`src/hw/rob_pkg.sv`:
```
package rob_pkg;

  // Upper bound on the slot index width, so DEPTH may reach 32
  localparam int MAX_DEPTH_LOG2 = 5;

  // Result and register values
  typedef logic [31:0] data_t;

  // Architectural register number
  typedef logic [4:0] areg_t;

  // Slot index, only the low $clog2(DEPTH) bits are used
  typedef logic [MAX_DEPTH_LOG2-1:0] slot_t;

  // Dispatch handshake states
  typedef enum logic [1:0] {
    D_IDLE,
    D_ACK,
    D_WAIT_LOW
  } disp_state_t;

endpackage

```
`src/hw/arch_regfile.sv`:
```
module arch_regfile (
  input  logic           clock,
  input  logic           reset_n,
  input  logic           we_i,
  input  rob_pkg::areg_t waddr_i,
  input  rob_pkg::data_t wdata_i,
  input  rob_pkg::areg_t raddr_a_i,
  input  rob_pkg::areg_t raddr_b_i,
  output rob_pkg::data_t rdata_a_o,
  output rob_pkg::data_t rdata_b_o
);

  rob_pkg::data_t regs_q [32];

  always_ff @(posedge clock or negedge reset_n) begin
    if (!reset_n) begin
      for (int i = 0; i < 32; i++) begin
        regs_q[i] <= '0;
      end
    end else if (we_i && (waddr_i != '0)) begin
      regs_q[waddr_i] <= wdata_i;
    end
  end

  // Register 0 always reads as zero
  assign rdata_a_o = (raddr_a_i == '0) ? '0 : regs_q[raddr_a_i];
  assign rdata_b_o = (raddr_b_i == '0) ? '0 : regs_q[raddr_b_i];

endmodule

```
`src/hw/dispatch_ctrl.sv`:
```
module dispatch_ctrl #(
  parameter int DEPTH = 16
) (
  input  logic           clock,
  input  logic           reset_n,
  input  logic           disp_req_i,
  input  rob_pkg::areg_t disp_dest_i,
  input  logic           disp_dest_valid_i,
  input  logic           full_i,
  input  rob_pkg::slot_t tail_slot_i,
  output logic           disp_ack_o,
  output rob_pkg::slot_t disp_slot_o,
  output logic           reserve_o,
  output rob_pkg::areg_t reserve_dest_o,
  output logic           reserve_dest_valid_o
);

  localparam int PW = $clog2(DEPTH);

  rob_pkg::disp_state_t state_q;
  rob_pkg::disp_state_t state_d;
  logic [PW-1:0]        slot_q;

  // One reservation per handshake, held off while the buffer is full
  assign reserve_o            = (state_q == rob_pkg::D_IDLE) && disp_req_i && !full_i;
  assign reserve_dest_o       = disp_dest_i;
  assign reserve_dest_valid_o = disp_dest_valid_i;

  always_comb begin
    state_d = state_q;
    case (state_q)
      rob_pkg::D_IDLE: begin
        if (reserve_o) begin
          state_d = rob_pkg::D_ACK;
        end
      end
      rob_pkg::D_ACK: begin
        state_d = disp_req_i ? rob_pkg::D_WAIT_LOW : rob_pkg::D_IDLE;
      end
      rob_pkg::D_WAIT_LOW: begin
        if (!disp_req_i) begin
          state_d = rob_pkg::D_IDLE;
        end
      end
      default: state_d = rob_pkg::D_IDLE;
    endcase
  end

  always_ff @(posedge clock or negedge reset_n) begin
    if (!reset_n) begin
      state_q <= rob_pkg::D_IDLE;
    end else begin
      state_q <= state_d;
    end
  end

  // Slot held for the whole ack phase
  always_ff @(posedge clock) begin
    if (reserve_o) begin
      slot_q <= tail_slot_i[PW-1:0];
    end
  end

  assign disp_ack_o  = (state_q != rob_pkg::D_IDLE);
  assign disp_slot_o = rob_pkg::slot_t'(slot_q);

endmodule

```
`src/hw/operand_resolve.sv`:
```
module operand_resolve (
  input  logic           a_hit_i,
  input  logic           a_done_i,
  input  rob_pkg::data_t a_data_i,
  input  rob_pkg::slot_t a_slot_i,
  input  logic           b_hit_i,
  input  logic           b_done_i,
  input  rob_pkg::data_t b_data_i,
  input  rob_pkg::slot_t b_slot_i,
  input  rob_pkg::data_t rf_a_i,
  input  rob_pkg::data_t rf_b_i,
  output rob_pkg::data_t value_a_o,
  output rob_pkg::data_t value_b_o,
  output logic           ready_a_o,
  output logic           ready_b_o,
  output rob_pkg::slot_t tag_a_o,
  output rob_pkg::slot_t tag_b_o
);

  // Buffer result if produced, regfile if no producer, else wait on tag
  function automatic void resolve(input logic hit, input logic done,
                                  input rob_pkg::data_t rob_data, input rob_pkg::slot_t slot,
                                  input rob_pkg::data_t rf_data, output rob_pkg::data_t value,
                                  output logic ready, output rob_pkg::slot_t tag);
    value = '0;
    ready = 1'b1;
    tag   = '0;
    if (!hit) begin
      value = rf_data;
    end else begin
      tag = slot;
      if (done) begin
        value = rob_data;
      end else begin
        ready = 1'b0;
      end
    end
  endfunction

  always_comb begin
    resolve(a_hit_i, a_done_i, a_data_i, a_slot_i, rf_a_i, value_a_o, ready_a_o, tag_a_o);
    resolve(b_hit_i, b_done_i, b_data_i, b_slot_i, rf_b_i, value_b_o, ready_b_o, tag_b_o);
  end

endmodule

```
`src/hw/retire_ctrl.sv`:
```
module retire_ctrl #(
  parameter int DEPTH = 16
) (
  input  logic           clock,
  input  logic           reset_n,
  input  logic           head_valid_i,
  input  rob_pkg::areg_t head_dest_i,
  input  logic           head_dest_valid_i,
  input  rob_pkg::data_t head_data_i,
  output logic           pop_o,
  output logic           rf_we_o,
  output rob_pkg::areg_t rf_waddr_o,
  output rob_pkg::data_t rf_wdata_o,
  output logic           retire_valid_o,
  output rob_pkg::areg_t retire_reg_o,
  output rob_pkg::data_t retire_data_o
);

  // Slot fields are carried in rob_pkg::slot_t, which bounds DEPTH
  if (DEPTH < 4 || DEPTH > (2 ** rob_pkg::MAX_DEPTH_LOG2) ||
      (DEPTH & (DEPTH - 1)) != 0) begin : g_depth_check
    $error("retire_ctrl: DEPTH %0d is not a power of two from 4 to 32", DEPTH);
  end

  logic           retire_valid_q;
  rob_pkg::areg_t retire_reg_q;
  rob_pkg::data_t retire_data_q;

  // A written head leaves on the next edge, one entry per cycle
  assign pop_o = head_valid_i;

  // Register 0 and non-writing entries leave the register file alone
  assign rf_we_o    = head_valid_i && head_dest_valid_i && (head_dest_i != '0);
  assign rf_waddr_o = head_dest_i;
  assign rf_wdata_o = head_data_i;

  always_ff @(posedge clock or negedge reset_n) begin
    if (!reset_n) begin
      retire_valid_q <= 1'b0;
    end else begin
      retire_valid_q <= pop_o;
    end
  end

  always_ff @(posedge clock) begin
    if (pop_o) begin
      retire_reg_q  <= head_dest_i;
      retire_data_q <= head_data_i;
    end
  end

  assign retire_valid_o = retire_valid_q;
  assign retire_reg_o   = retire_reg_q;
  assign retire_data_o  = retire_data_q;

endmodule

```
`src/hw/rob_core.sv`:
```
module rob_core #(
  parameter int DEPTH = 16
) (
  input  logic           clock,
  input  logic           reset_n,
  input  logic           reserve_i,
  input  rob_pkg::areg_t reserve_dest_i,
  input  logic           reserve_dest_valid_i,
  output rob_pkg::slot_t tail_slot_o,
  output logic           full_o,
  output logic           empty_o,
  input  logic           wb_valid_i,
  input  rob_pkg::slot_t wb_slot_i,
  input  rob_pkg::data_t wb_data_i,
  input  logic           flush_i,
  input  rob_pkg::slot_t flush_slot_i,
  input  logic           pop_i,
  output logic           head_valid_o,
  output rob_pkg::areg_t head_dest_o,
  output logic           head_dest_valid_o,
  output rob_pkg::data_t head_data_o,
  input  rob_pkg::slot_t query_slot_i,
  input  rob_pkg::areg_t src_a_i,
  input  rob_pkg::areg_t src_b_i,
  output logic           a_hit_o,
  output logic           a_done_o,
  output rob_pkg::data_t a_data_o,
  output rob_pkg::slot_t a_slot_o,
  output logic           b_hit_o,
  output logic           b_done_o,
  output rob_pkg::data_t b_data_o,
  output rob_pkg::slot_t b_slot_o
);

  localparam int PW = $clog2(DEPTH);
  localparam int CW = $clog2(DEPTH + 1);

  typedef logic [PW-1:0] ptr_t;
  typedef logic [CW-1:0] cnt_t;

  rob_pkg::areg_t dest_q       [DEPTH];
  logic           dest_valid_q [DEPTH];
  logic           written_q    [DEPTH];
  rob_pkg::data_t result_q     [DEPTH];

  ptr_t head_q;
  ptr_t tail_q;
  cnt_t count_q;

  ptr_t wb_idx;
  ptr_t flush_idx;
  ptr_t query_idx;
  ptr_t wb_off;
  ptr_t flush_off;
  ptr_t a_idx;
  ptr_t b_idx;
  logic do_reserve;
  logic wb_keep;

  assign wb_idx    = wb_slot_i[PW-1:0];
  assign flush_idx = flush_slot_i[PW-1:0];
  assign query_idx = query_slot_i[PW-1:0];

  // Distance from the head, in program order
  assign wb_off    = wb_idx - head_q;
  assign flush_off = flush_idx - head_q;

  assign full_o      = (count_q == cnt_t'(DEPTH));
  assign empty_o     = (count_q == '0);
  assign tail_slot_o = rob_pkg::slot_t'(tail_q);

  // Flush wins over a reservation on the same edge
  assign do_reserve = reserve_i && !full_o && !flush_i;

  // Only live slots take a result, and none that this flush discards
  assign wb_keep = wb_valid_i && (cnt_t'(wb_off) < count_q) &&
                   (!flush_i || (wb_off <= flush_off));

  always_ff @(posedge clock or negedge reset_n) begin
    if (!reset_n) begin
      head_q  <= '0;
      tail_q  <= '0;
      count_q <= '0;
    end else begin
      if (pop_i) begin
        head_q <= head_q + 1'b1;
      end
      if (flush_i) begin
        // Keep the flush slot itself, drop everything younger
        tail_q  <= flush_idx + 1'b1;
        count_q <= cnt_t'(flush_off) + 1'b1 - cnt_t'(pop_i);
      end else begin
        if (do_reserve) begin
          tail_q <= tail_q + 1'b1;
        end
        count_q <= count_q + cnt_t'(do_reserve) - cnt_t'(pop_i);
      end
    end
  end

  always_ff @(posedge clock or negedge reset_n) begin
    if (!reset_n) begin
      for (int i = 0; i < DEPTH; i++) begin
        written_q[i] <= 1'b0;
      end
    end else begin
      if (do_reserve) begin
        written_q[tail_q] <= 1'b0;
      end
      if (wb_keep) begin
        written_q[wb_idx] <= 1'b1;
      end
    end
  end

  always_ff @(posedge clock) begin
    if (do_reserve) begin
      dest_q[tail_q]       <= reserve_dest_i;
      dest_valid_q[tail_q] <= reserve_dest_valid_i;
    end
    if (wb_keep) begin
      result_q[wb_idx] <= wb_data_i;
    end
  end

  assign head_valid_o      = !empty_o && written_q[head_q];
  assign head_dest_o       = dest_q[head_q];
  assign head_dest_valid_o = dest_valid_q[head_q];
  assign head_data_o       = result_q[head_q];

  // Newest producer older than the query slot, walking back to the head
  function automatic void find_producer(input rob_pkg::areg_t src, output logic hit,
                                        output ptr_t idx);
    ptr_t q_off;
    ptr_t k;
    q_off = query_idx - head_q;
    hit   = 1'b0;
    idx   = '0;
    if (cnt_t'(q_off) <= count_q) begin
      for (int i = 1; i < DEPTH; i++) begin
        k = query_idx - ptr_t'(i);
        if (!hit && (i <= int'(q_off)) && dest_valid_q[k] && (dest_q[k] == src)) begin
          hit = 1'b1;
          idx = k;
        end
      end
    end
  endfunction

  always_comb begin
    find_producer(src_a_i, a_hit_o, a_idx);
    find_producer(src_b_i, b_hit_o, b_idx);
  end

  assign a_done_o = a_hit_o && written_q[a_idx];
  assign a_data_o = result_q[a_idx];
  assign a_slot_o = rob_pkg::slot_t'(a_idx);
  assign b_done_o = b_hit_o && written_q[b_idx];
  assign b_data_o = result_q[b_idx];
  assign b_slot_o = rob_pkg::slot_t'(b_idx);

endmodule

```
`src/hw/rob_top.sv`:
```
module rob_top #(
  parameter int DEPTH = 16
) (
  input  logic           clock,
  input  logic           reset_n,
  input  logic           disp_req_i,
  input  rob_pkg::areg_t disp_dest_i,
  input  logic           disp_dest_valid_i,
  output logic           disp_ack_o,
  output rob_pkg::slot_t disp_slot_o,
  input  logic           wb_valid_i,
  input  rob_pkg::slot_t wb_slot_i,
  input  rob_pkg::data_t wb_data_i,
  input  logic           flush_i,
  input  rob_pkg::slot_t flush_slot_i,
  input  rob_pkg::slot_t query_slot_i,
  input  rob_pkg::areg_t src_a_i,
  input  rob_pkg::areg_t src_b_i,
  output rob_pkg::data_t value_a_o,
  output rob_pkg::data_t value_b_o,
  output logic           ready_a_o,
  output logic           ready_b_o,
  output rob_pkg::slot_t tag_a_o,
  output rob_pkg::slot_t tag_b_o,
  output logic           retire_valid_o,
  output rob_pkg::areg_t retire_reg_o,
  output rob_pkg::data_t retire_data_o,
  output logic           full_o,
  output logic           empty_o
);

  logic           reserve;
  rob_pkg::areg_t reserve_dest;
  logic           reserve_dest_valid;
  rob_pkg::slot_t tail_slot;

  logic           head_valid;
  rob_pkg::areg_t head_dest;
  logic           head_dest_valid;
  rob_pkg::data_t head_data;
  logic           retire_pop;

  logic           a_hit;
  logic           a_done;
  rob_pkg::data_t a_data;
  rob_pkg::slot_t a_slot;
  logic           b_hit;
  logic           b_done;
  rob_pkg::data_t b_data;
  rob_pkg::slot_t b_slot;

  logic           rf_we;
  rob_pkg::areg_t rf_waddr;
  rob_pkg::data_t rf_wdata;
  rob_pkg::data_t rf_a;
  rob_pkg::data_t rf_b;

  dispatch_ctrl #(
    .DEPTH(DEPTH)
  ) dispatch_i (
    .clock               (clock),
    .reset_n             (reset_n),
    .disp_req_i          (disp_req_i),
    .disp_dest_i         (disp_dest_i),
    .disp_dest_valid_i   (disp_dest_valid_i),
    .full_i              (full_o),
    .tail_slot_i         (tail_slot),
    .disp_ack_o          (disp_ack_o),
    .disp_slot_o         (disp_slot_o),
    .reserve_o           (reserve),
    .reserve_dest_o      (reserve_dest),
    .reserve_dest_valid_o(reserve_dest_valid)
  );

  rob_core #(
    .DEPTH(DEPTH)
  ) core_i (
    .clock               (clock),
    .reset_n             (reset_n),
    .reserve_i           (reserve),
    .reserve_dest_i      (reserve_dest),
    .reserve_dest_valid_i(reserve_dest_valid),
    .tail_slot_o         (tail_slot),
    .full_o              (full_o),
    .empty_o             (empty_o),
    .wb_valid_i          (wb_valid_i),
    .wb_slot_i           (wb_slot_i),
    .wb_data_i           (wb_data_i),
    .flush_i             (flush_i),
    .flush_slot_i        (flush_slot_i),
    .pop_i               (retire_pop),
    .head_valid_o        (head_valid),
    .head_dest_o         (head_dest),
    .head_dest_valid_o   (head_dest_valid),
    .head_data_o         (head_data),
    .query_slot_i        (query_slot_i),
    .src_a_i             (src_a_i),
    .src_b_i             (src_b_i),
    .a_hit_o             (a_hit),
    .a_done_o            (a_done),
    .a_data_o            (a_data),
    .a_slot_o            (a_slot),
    .b_hit_o             (b_hit),
    .b_done_o            (b_done),
    .b_data_o            (b_data),
    .b_slot_o            (b_slot)
  );

  retire_ctrl #(
    .DEPTH(DEPTH)
  ) retire_i (
    .clock            (clock),
    .reset_n          (reset_n),
    .head_valid_i     (head_valid),
    .head_dest_i      (head_dest),
    .head_dest_valid_i(head_dest_valid),
    .head_data_i      (head_data),
    .pop_o            (retire_pop),
    .rf_we_o          (rf_we),
    .rf_waddr_o       (rf_waddr),
    .rf_wdata_o       (rf_wdata),
    .retire_valid_o   (retire_valid_o),
    .retire_reg_o     (retire_reg_o),
    .retire_data_o    (retire_data_o)
  );

  arch_regfile regfile_i (
    .clock    (clock),
    .reset_n  (reset_n),
    .we_i     (rf_we),
    .waddr_i  (rf_waddr),
    .wdata_i  (rf_wdata),
    .raddr_a_i(src_a_i),
    .raddr_b_i(src_b_i),
    .rdata_a_o(rf_a),
    .rdata_b_o(rf_b)
  );

  operand_resolve resolve_i (
    .a_hit_i  (a_hit),
    .a_done_i (a_done),
    .a_data_i (a_data),
    .a_slot_i (a_slot),
    .b_hit_i  (b_hit),
    .b_done_i (b_done),
    .b_data_i (b_data),
    .b_slot_i (b_slot),
    .rf_a_i   (rf_a),
    .rf_b_i   (rf_b),
    .value_a_o(value_a_o),
    .value_b_o(value_b_o),
    .ready_a_o(ready_a_o),
    .ready_b_o(ready_b_o),
    .tag_a_o  (tag_a_o),
    .tag_b_o  (tag_b_o)
  );

endmodule

```
`config.mk`:
```
export PLATFORM = sky130hd
export DESIGN_NAME = rob_top
export DESIGN_NICKNAME = d
export VERILOG_FILES = /design/src/hw/rob_pkg.sv /design/src/hw/arch_regfile.sv /design/src/hw/dispatch_ctrl.sv /design/src/hw/operand_resolve.sv /design/src/hw/retire_ctrl.sv /design/src/hw/rob_core.sv /design/src/hw/rob_top.sv
export SDC_FILE = /design/constraint.sdc
export NUM_CORES = 2
export LEC_CHECK = 0
export BUFFER_PORTS_ARGS = -buffer_cell sky130_fd_sc_hd__buf_2
export CAP_MARGIN = 20
export CORE_MARGIN = 2
export CORE_UTILIZATION = 45
export CTS_CLUSTER_SIZE = 24
export DETAILED_ROUTE_END_ITERATION = 10
export PLACE_DENSITY = 0.62
export SYNTH_ARGS = -nofsm -noshare
export SYNTH_HDL_FRONTEND = slang
export SYNTH_SLANG_ARGS = --single-unit
```
`constraint.sdc`:
```
create_clock -name clock -period 8.4 [get_ports clock]
set_input_delay 0.42 -clock clock [delete_from_list [all_inputs] [get_ports clock]]
set_output_delay 0.42 -clock clock [all_outputs]
set_load 0.03 [all_outputs]
```
Word level (Yosys, flattened, before mapping)
Memories as Yosys holds them, arrays and structs flattened. Index checks and enable logic that the tools add are counted.

Register bits: 1097. Latch bits: 0. Bits in writable memories: 608. Memory bits (read-only): 0. Input bits: 68. Output and inout bits: 122. Word-level logic and storage cells: 440. Memories kept: 3.

Memories: core_i.result_q (depth 16, width 32, rd ports 3, clocked after Yosys merged registers in 0, wr ports 1, RTL line rob_core.sv:44) `rob_pkg::data_t result_q [DEPTH];`; core_i.dest_q (depth 16, width 5, rd ports 16, clocked after Yosys merged registers in 0, wr ports 1, RTL line rob_core.sv:41) `rob_pkg::areg_t dest_q [DEPTH];`; core_i.dest_valid_q (depth 16, width 1, rd ports 16, clocked after Yosys merged registers in 0, wr ports 1, RTL line rob_core.sv:42) `logic dest_valid_q [DEPTH];`.

$add $sub $neg: 25. Multipliers: 0. Div/mod/pow operators: 0. $lt $le $gt $ge: 29. Eq/ne operators: 35. Shift-type cells: 0. Muxes and demuxes: 139. Bitwise operators: 11. Reduce and logical (&&, ||, !) cells: 142.

Operators with widths (number): bitwise mux 1024 bit (1); two-way mux 32 bit (11); binary-select mux 32 bit (select 5 bit) (2); demux 32 bit (select 5 bit) (1); == test 5 bit (30); two-way mux 4 bit (36); logical AND 1 bit (102); two-way mux 1 bit (76); <= comparator 4 bit (first input constant) (8); two-way mux 16 bit (2); subtractor 4 bit (second input constant) (8); zero test 1 bit (31); greater-or-equal comparator 5 bit (second input constant) (5); inverter 4 -> 5 bit (5); greater-or-equal comparator 6 bit (second input constant) (3); inverter 5 -> 6 bit (3); bitwise AND 16 bit (1); <= comparator 3 x 4 -> 1 bit (first input constant) (4); inverter 16 bit (1); OR 16 bit (1); subtractor 4 x 3 -> 4 bit (second input constant) (4); zero test 5 bit (3); adder 4 x 1 -> 4 bit (second input constant) (3); binary-select mux 1 bit (select 4 bit) (3); other kinds (27) (37).

Logic depth before layout (Yosys ltp)
Depth in word-level cells: 97. Mapped depth: 29. Mapped depth without buffers: 18.

Hierarchy
A second synthesis with hierarchy kept.

Cell total of the unflattened synthesis: 7380. Area, all modules: 100841.7 µm².

By module, submodules not included: arch_regfile (instances 1, cells an instance 3487, area an instance 53978.0 µm², seq. area each 25624.6 µm²); rob_core (instances 1, cells an instance 3700, area an instance 44365.0 µm², seq. area each 18983.2 µm²); retire_ctrl (instances 1, cells an instance 78, area an instance 1437.6 µm², seq. area each 1136.1 µm²); operand_resolve (instances 1, cells an instance 96, area an instance 795.8 µm², seq. area each 0.0 µm²); dispatch_ctrl (instances 1, cells an instance 19, area an instance 265.3 µm², seq. area each 170.2 µm²).

Least setup slack after synthesis
Ideal clock, no wire load.

Path kind: input-to-output. Start point: input query_slot_i[1]. End point: output value_a_o[30]. Data arrival time: 6939 ps. Data required time: 7980 ps. Slack: 1041 ps. Stages: 26. Path buffers: 10. Cell sequence: clkbuf_1 > buf_2 > buf_4 > clkbuf_1 > clkinv_1 > ha_1 > buf_2 > buf_4 > buf_2 > buf_2 > mux4_2 > mux4_2 > xnor2_1 > nand2_1 > or4_1 > nand4_2 > nor2_1 > nand3_1 > o221ai_1 > a221oi_4 > buf_2 > buf_4 > mux2_2 > o22ai_1 > a221oi_1 > o22ai_1.

Longest elaborated chain between the ends: 97. Elaborated cells on any way between the ends: 161. Classes of those cells: add/sub: 16; order compare: 16; eq/ne: 15; mux: 51; bitwise: 1; reduce/logical: 59; memory: 3.

RTL lines: start: declaration (RTL line rob_top.sv:16) `input rob_pkg::slot_t query_slot_i,`; subtractor 4 x 1 -> 4 bit / subtractor 4 bit (equally long branches) (RTL line rob_core.sv:141, rob_core.sv:136); memory read (16 x 5 bit), or another cell as far along; == test 5 bit / logical AND 1 bit (equally long branches) (RTL line rob_core.sv:142) `if (!hit && (i <= int'(q_off)) && dest_valid_q[k] && (dest_q[k] == src)) begin`; logical AND 1 bit (RTL line rob_core.sv:142); two-way mux 1 bit (RTL line rob_core.sv:142); two-way mux 1 bit (RTL line rob_core.sv:139) `if (cnt_t'(q_off) <= count_q) begin`; zero test 1 bit (RTL line rob_core.sv:142); logical AND 1 bit (3 in series) (RTL line rob_core.sv:142); (+78 left out); two-way mux 4 bit (RTL line rob_core.sv:142); two-way mux 4 bit (RTL line rob_core.sv:139); inverter 4 -> 5 bit (implied by the code) (RTL line rob_core.sv:155) `assign a_done_o = a_hit_o && written_q[a_idx];`; binary-select mux 1 bit (select 4 bit) (RTL line rob_core.sv:155); two-way mux 1 bit (implied by the code) (2 in series) (RTL line rob_core.sv:155); logical AND 1 bit (RTL line rob_core.sv:155); two-way mux 32 bit (RTL line operand_resolve.sv:32) `if (done) begin`; two-way mux 32 bit (*) (RTL line operand_resolve.sv:28) `if (!hit) begin`; end: declaration (RTL line rob_top.sv:19) `output rob_pkg::data_t value_a_o,`.

Every way passes the cells marked *; elsewhere a longest branch is shown, timed or not. The select of a mux whose other input is x is not followed.

Final worst setup path
Start point: register core_i.head_q[1]. End point: output value_b_o[27].

Longest elaborated chain between the ends: 97. Elaborated cells on any way between the ends: 129. Classes of those cells: add/sub: 1; order compare: 16; mux: 51; bitwise: 1; reduce/logical: 59; memory: 1.

RTL lines: start: declaration (RTL line rob_core.sv:46) `ptr_t head_q;`; start signal: assignment (RTL line rob_core.sv:86) `head_q <= head_q + 1'b1;`; subtractor 4 bit (*) (RTL line rob_core.sv:136) `q_off = query_idx - head_q;`; <= comparator 1 x 4 -> 1 bit (RTL line rob_core.sv:142); logical AND 1 bit; logical AND 1 bit (RTL line rob_core.sv:142); two-way mux 1 bit (RTL line rob_core.sv:142); two-way mux 1 bit (RTL line rob_core.sv:139); zero test 1 bit (RTL line rob_core.sv:142); logical AND 1 bit (3 in series) (RTL line rob_core.sv:142); (+78 left out); two-way mux 4 bit (RTL line rob_core.sv:142); two-way mux 4 bit (RTL line rob_core.sv:139); inverter 4 -> 5 bit (implied by the code) (RTL line rob_core.sv:158) `assign b_done_o = b_hit_o && written_q[b_idx];`; binary-select mux 1 bit (select 4 bit) (RTL line rob_core.sv:158); two-way mux 1 bit (implied by the code) (2 in series) (RTL line rob_core.sv:158); logical AND 1 bit (RTL line rob_core.sv:158); two-way mux 32 bit (RTL line operand_resolve.sv:32); two-way mux 32 bit (*) (RTL line operand_resolve.sv:28); end: declaration (RTL line rob_top.sv:20) `output rob_pkg::data_t value_b_o,`.

Marks and branches as above.

==> metrics.md <==
| Metric | Value |
|---|---|
| Outcome | complete, no violations |
| Pwr Density | 378 mW/mm2 |
| GRT busiest layer | met2 |
| VDD IR-drop max | 0.265 mV |
| I/O pin count | 190 |
| Crit-path max FO | 156 |
| Max Cap Viol | 0 |
| Synth area leader | dfrtp_1 |
| DP Area | 0.102 mm2 |
| Inst Count DP | 10600 |
| Wire per inst | 31.1 um |
| Register bit total from synthesis | 1705 |
| Post-synthesis sequential area ratio | 47.2% |
| Mapped Cells | 8091 |
| Die height | 469 um |
| Met1 global-route usage | 41.4% |
| Async SR Flop Fraction | 61.9% |
| Vias/cell | 6.62 |
| Slew headroom | 19.2% |
| Clock Path Buffers | 3 |
| Crit start category | register |
| Total power | 41300 uW |
| Initial antenna violation count | 27 |
| Synth top area share | 27.1% |
| H-tree levels | 4 |
| First-pass GRT wire length | 496000 um |
| Slew @ Worst Pin | 1.18 ns |
| Vias in the first global route | 72100 |
| WHS Path Cells | 4 |
| Critical Path End Type | output pin |
| Leakage | 0.0419 uW |
| # port buffers | 183 |
| Synth unique cells | 95 |
| Mapped cell area | 0.0974 mm2 |
| Antenna Nets Post-Route | 0 |
| Hpwl dp | 213000 um |
| R2r worst-path depth | 15 |
| Top FF cell, synth | dfrtp_1 |
| FMAX | 122 MHz |
| Slew Limit Fails | 0 |
| Top post-synthesis cells by area | dfrtp_1 27%, edfxtp_1 20%, mux4_2 18% |
| Fin nets | 8127 |
| Most frequent cells in the layout | 1053 x dfrtp_1, 1034 x nor2_1, 986 x a21oi_1 |
| Pin count of the biggest net entering global routing | 177 |
| CORE AREA | 0.215 mm2 |
| Grt ovf | 0 |
| GR Layer Usage met3 | 6.80% |
| Met2 Use GR | 46.5% |
| First DRT Iteration DRCs | 9093 |
| CTS tree | done |
| Fin crit period | 8.20 ns |
| Number of synthesized flops with an enable pin | 649 |
| Final hold vios | 0 |
| Clk_lat worst skew | 0.87 ns |
| WL final | 343000 um |
| Fin util | 50.9% |
| Setup CP Type | register to output pin |
| # clock sinks | 1705 |
| 1st-pass router iterations | 6 |
| Commonest non-fill, non-tap cell in the layout | dfrtp_1 |
| RSZ-0062 raised after global routing | no |
| Hold/Removal Path Class | primary input to register |
| CTS Buf Count | 191 |
| Die Wd | 469 um |
| Final setup fails | 0 |
| Clock Skew | 0.0406 ns |
| DR vias | 73000 |
| Starting Density | 45.3% |
| Syn-to-layout area delta | 12.4% |
| Synth Warn # | 0 |
| CP arrival | 7.78 ns |
| Layout cells sized above 1 | 23.2% |
| Finished Layout Cells | 11000 |
| Die area | 0.220 mm2 |
| # rows | 170 |
| GRT Overall Usage | 30.9% |
| Worst Path Required | 7.98 ns |
| Synthesized area per cell | 12.0 um2 |
| Design area | 0.109 mm2 |
| Setup TNS | 0 ns |
| Clock Pin Slew Worst Setup and Hold Paths | 0.06 ns |
| Period utilisation layout | 97.6% |
| Clk root buf | clkbuf_16 |
| Placer Congestion | 0.982 |
| DRC | 0 |
[sequential cells by signal (all words and copies together) (netlist names)]
signal	cells
retire_i.retire_reg_o	5
regfile_i.regs_q	1024
core_i.dest_q	80
retire_i.retire_data_o	32
dispatch_i.slot_q	4
core_i.result_q	512
core_i.count_q	5
core_i.dest_valid_q	16
core_i.written_q	16
dispatch_i.state_q	2
core_i.head_q	4
core_i.tail_q	4
retire_i.retire_valid_o	1
[cells in the mapped netlist (10+ instances only)]
master,number
buf_2,82
edfxtp_1,649
o221ai_1,37
xor2_1,52
a211oi_1,232
o22ai_1,89
or4_1,36
mux4_2,779
buf_1,112
nor2b_1,103
o2111ai_1,11
inv_1,82
buf_4,41
mux2_2,182
and3_1,10
nand3_1,41
a221oi_1,125
dfrtp_1,1056
nor3_1,51
mux2_1,60
nand4_1,29
clkbuf_1,538
buf_6,15
nand2b_1,12
xnor2_1,133
o2bb2ai_1,34
mux2i_1,646
nor2_1,1074
ha_1,38
a22o_1,11
o21ai_0,284
o32ai_1,22
a21oi_1,987
nand2_1,275
[per-layer routing]
layer	wire length, um	part of all wire (%)
met1	133000	39
met2	154000	45
met3	34100	9.9
met4	22200	6.5
met5	78	0.023
[cell families after synthesis]
kind of cell	synth area share, %
compound gates	11.8
flops	47.2
simple gates	7.42
mux	27.5
buf+inv	3.79
xor+xnor	1.75
fa+ha+maj	0.571
other cells	0.00385
[where the power goes]
group,internal [uW],total [uW],switching [uW]
Clock,5150,8730,3580
Combinational,7280,19800,12500
Sequential,11100,12800,1690
Total,23500,41300,17800
[worst paths after layout]
check,startpoint,endpoint,slack [ns]
setup / recovery,core_i.head_q[1]$_DFFE_PN0P_,value_b_o[27],0.20
hold / removal,flush_slot_i[1],core_i.tail_q[1]$_DFFE_PN0P_,0.11
setup reg to reg,core_i.head_q[2]$_DFFE_PN0P_,regfile_i.regs_q[111]$_DFFE_PN0P_,2.36
hold reg to reg,regfile_i.regs_q[1022]$_DFFE_PN0P_,regfile_i.regs_q[1022]$_DFFE_PN0P_,0.39
max in group asynchronous,reset_n,core_i.head_q[3]$_DFFE_PN0P_,6.18
min in group asynchronous,reset_n,regfile_i.regs_q[893]$_DFFE_PN0P_,0.21
[cell type report]
type | count | area, um2
Inverter | 86 | 327
Sequential cell | 1705 | 45900
Clock inverter | 77 | 843
Clock buffer | 275 | 5710
Tap cell | 2838 | 3550
Antenna cell | 13 | 32.5
Timing Repair Buffer | 524 | 4170
Multi-Input combinational cell | 5509 | 48900
Fill cell | 18300 | 105000
[worst max-delay path: stages, from the launching register on]
cell and delay (ns):
dfrtp_4 0.42, clkinvlp_4 0.30, ha_1 0.39, nor2b_1 0.12
o21ai_0 0.27, and3_1 0.49, or2_2 0.39, nand4_1 0.21
nor3_1 0.54, buf_4 0.22, nor3b_1 0.32, a21oi_1 0.06
o21ai_0 0.24, a31oi_1 0.11, a211oi_4 0.56, buf_12 0.47
a211oi_1 0.18, or4_1 0.82, o2bb2ai_1 0.28, buf_2 0.27
[what timing repair did]
action	in CTS	in global routing
endpoints found under the setup margin	0	61
gates resized for setup	0	6
hold endpoints to repair	712	0
hold buffers	48	0
setup buffers	0	2
[stage by stage]
step,worst slack [ns],hold slack [ns]
floorplan,1.04,0.124
CTS,0.00378,0.0526
global route,0.0628,0.117
detailed placement,0.405,0.384
global placement,0.565,0.377
finish,0.204,0.108
Note: power is estimated with default switching activity, not from simulation.
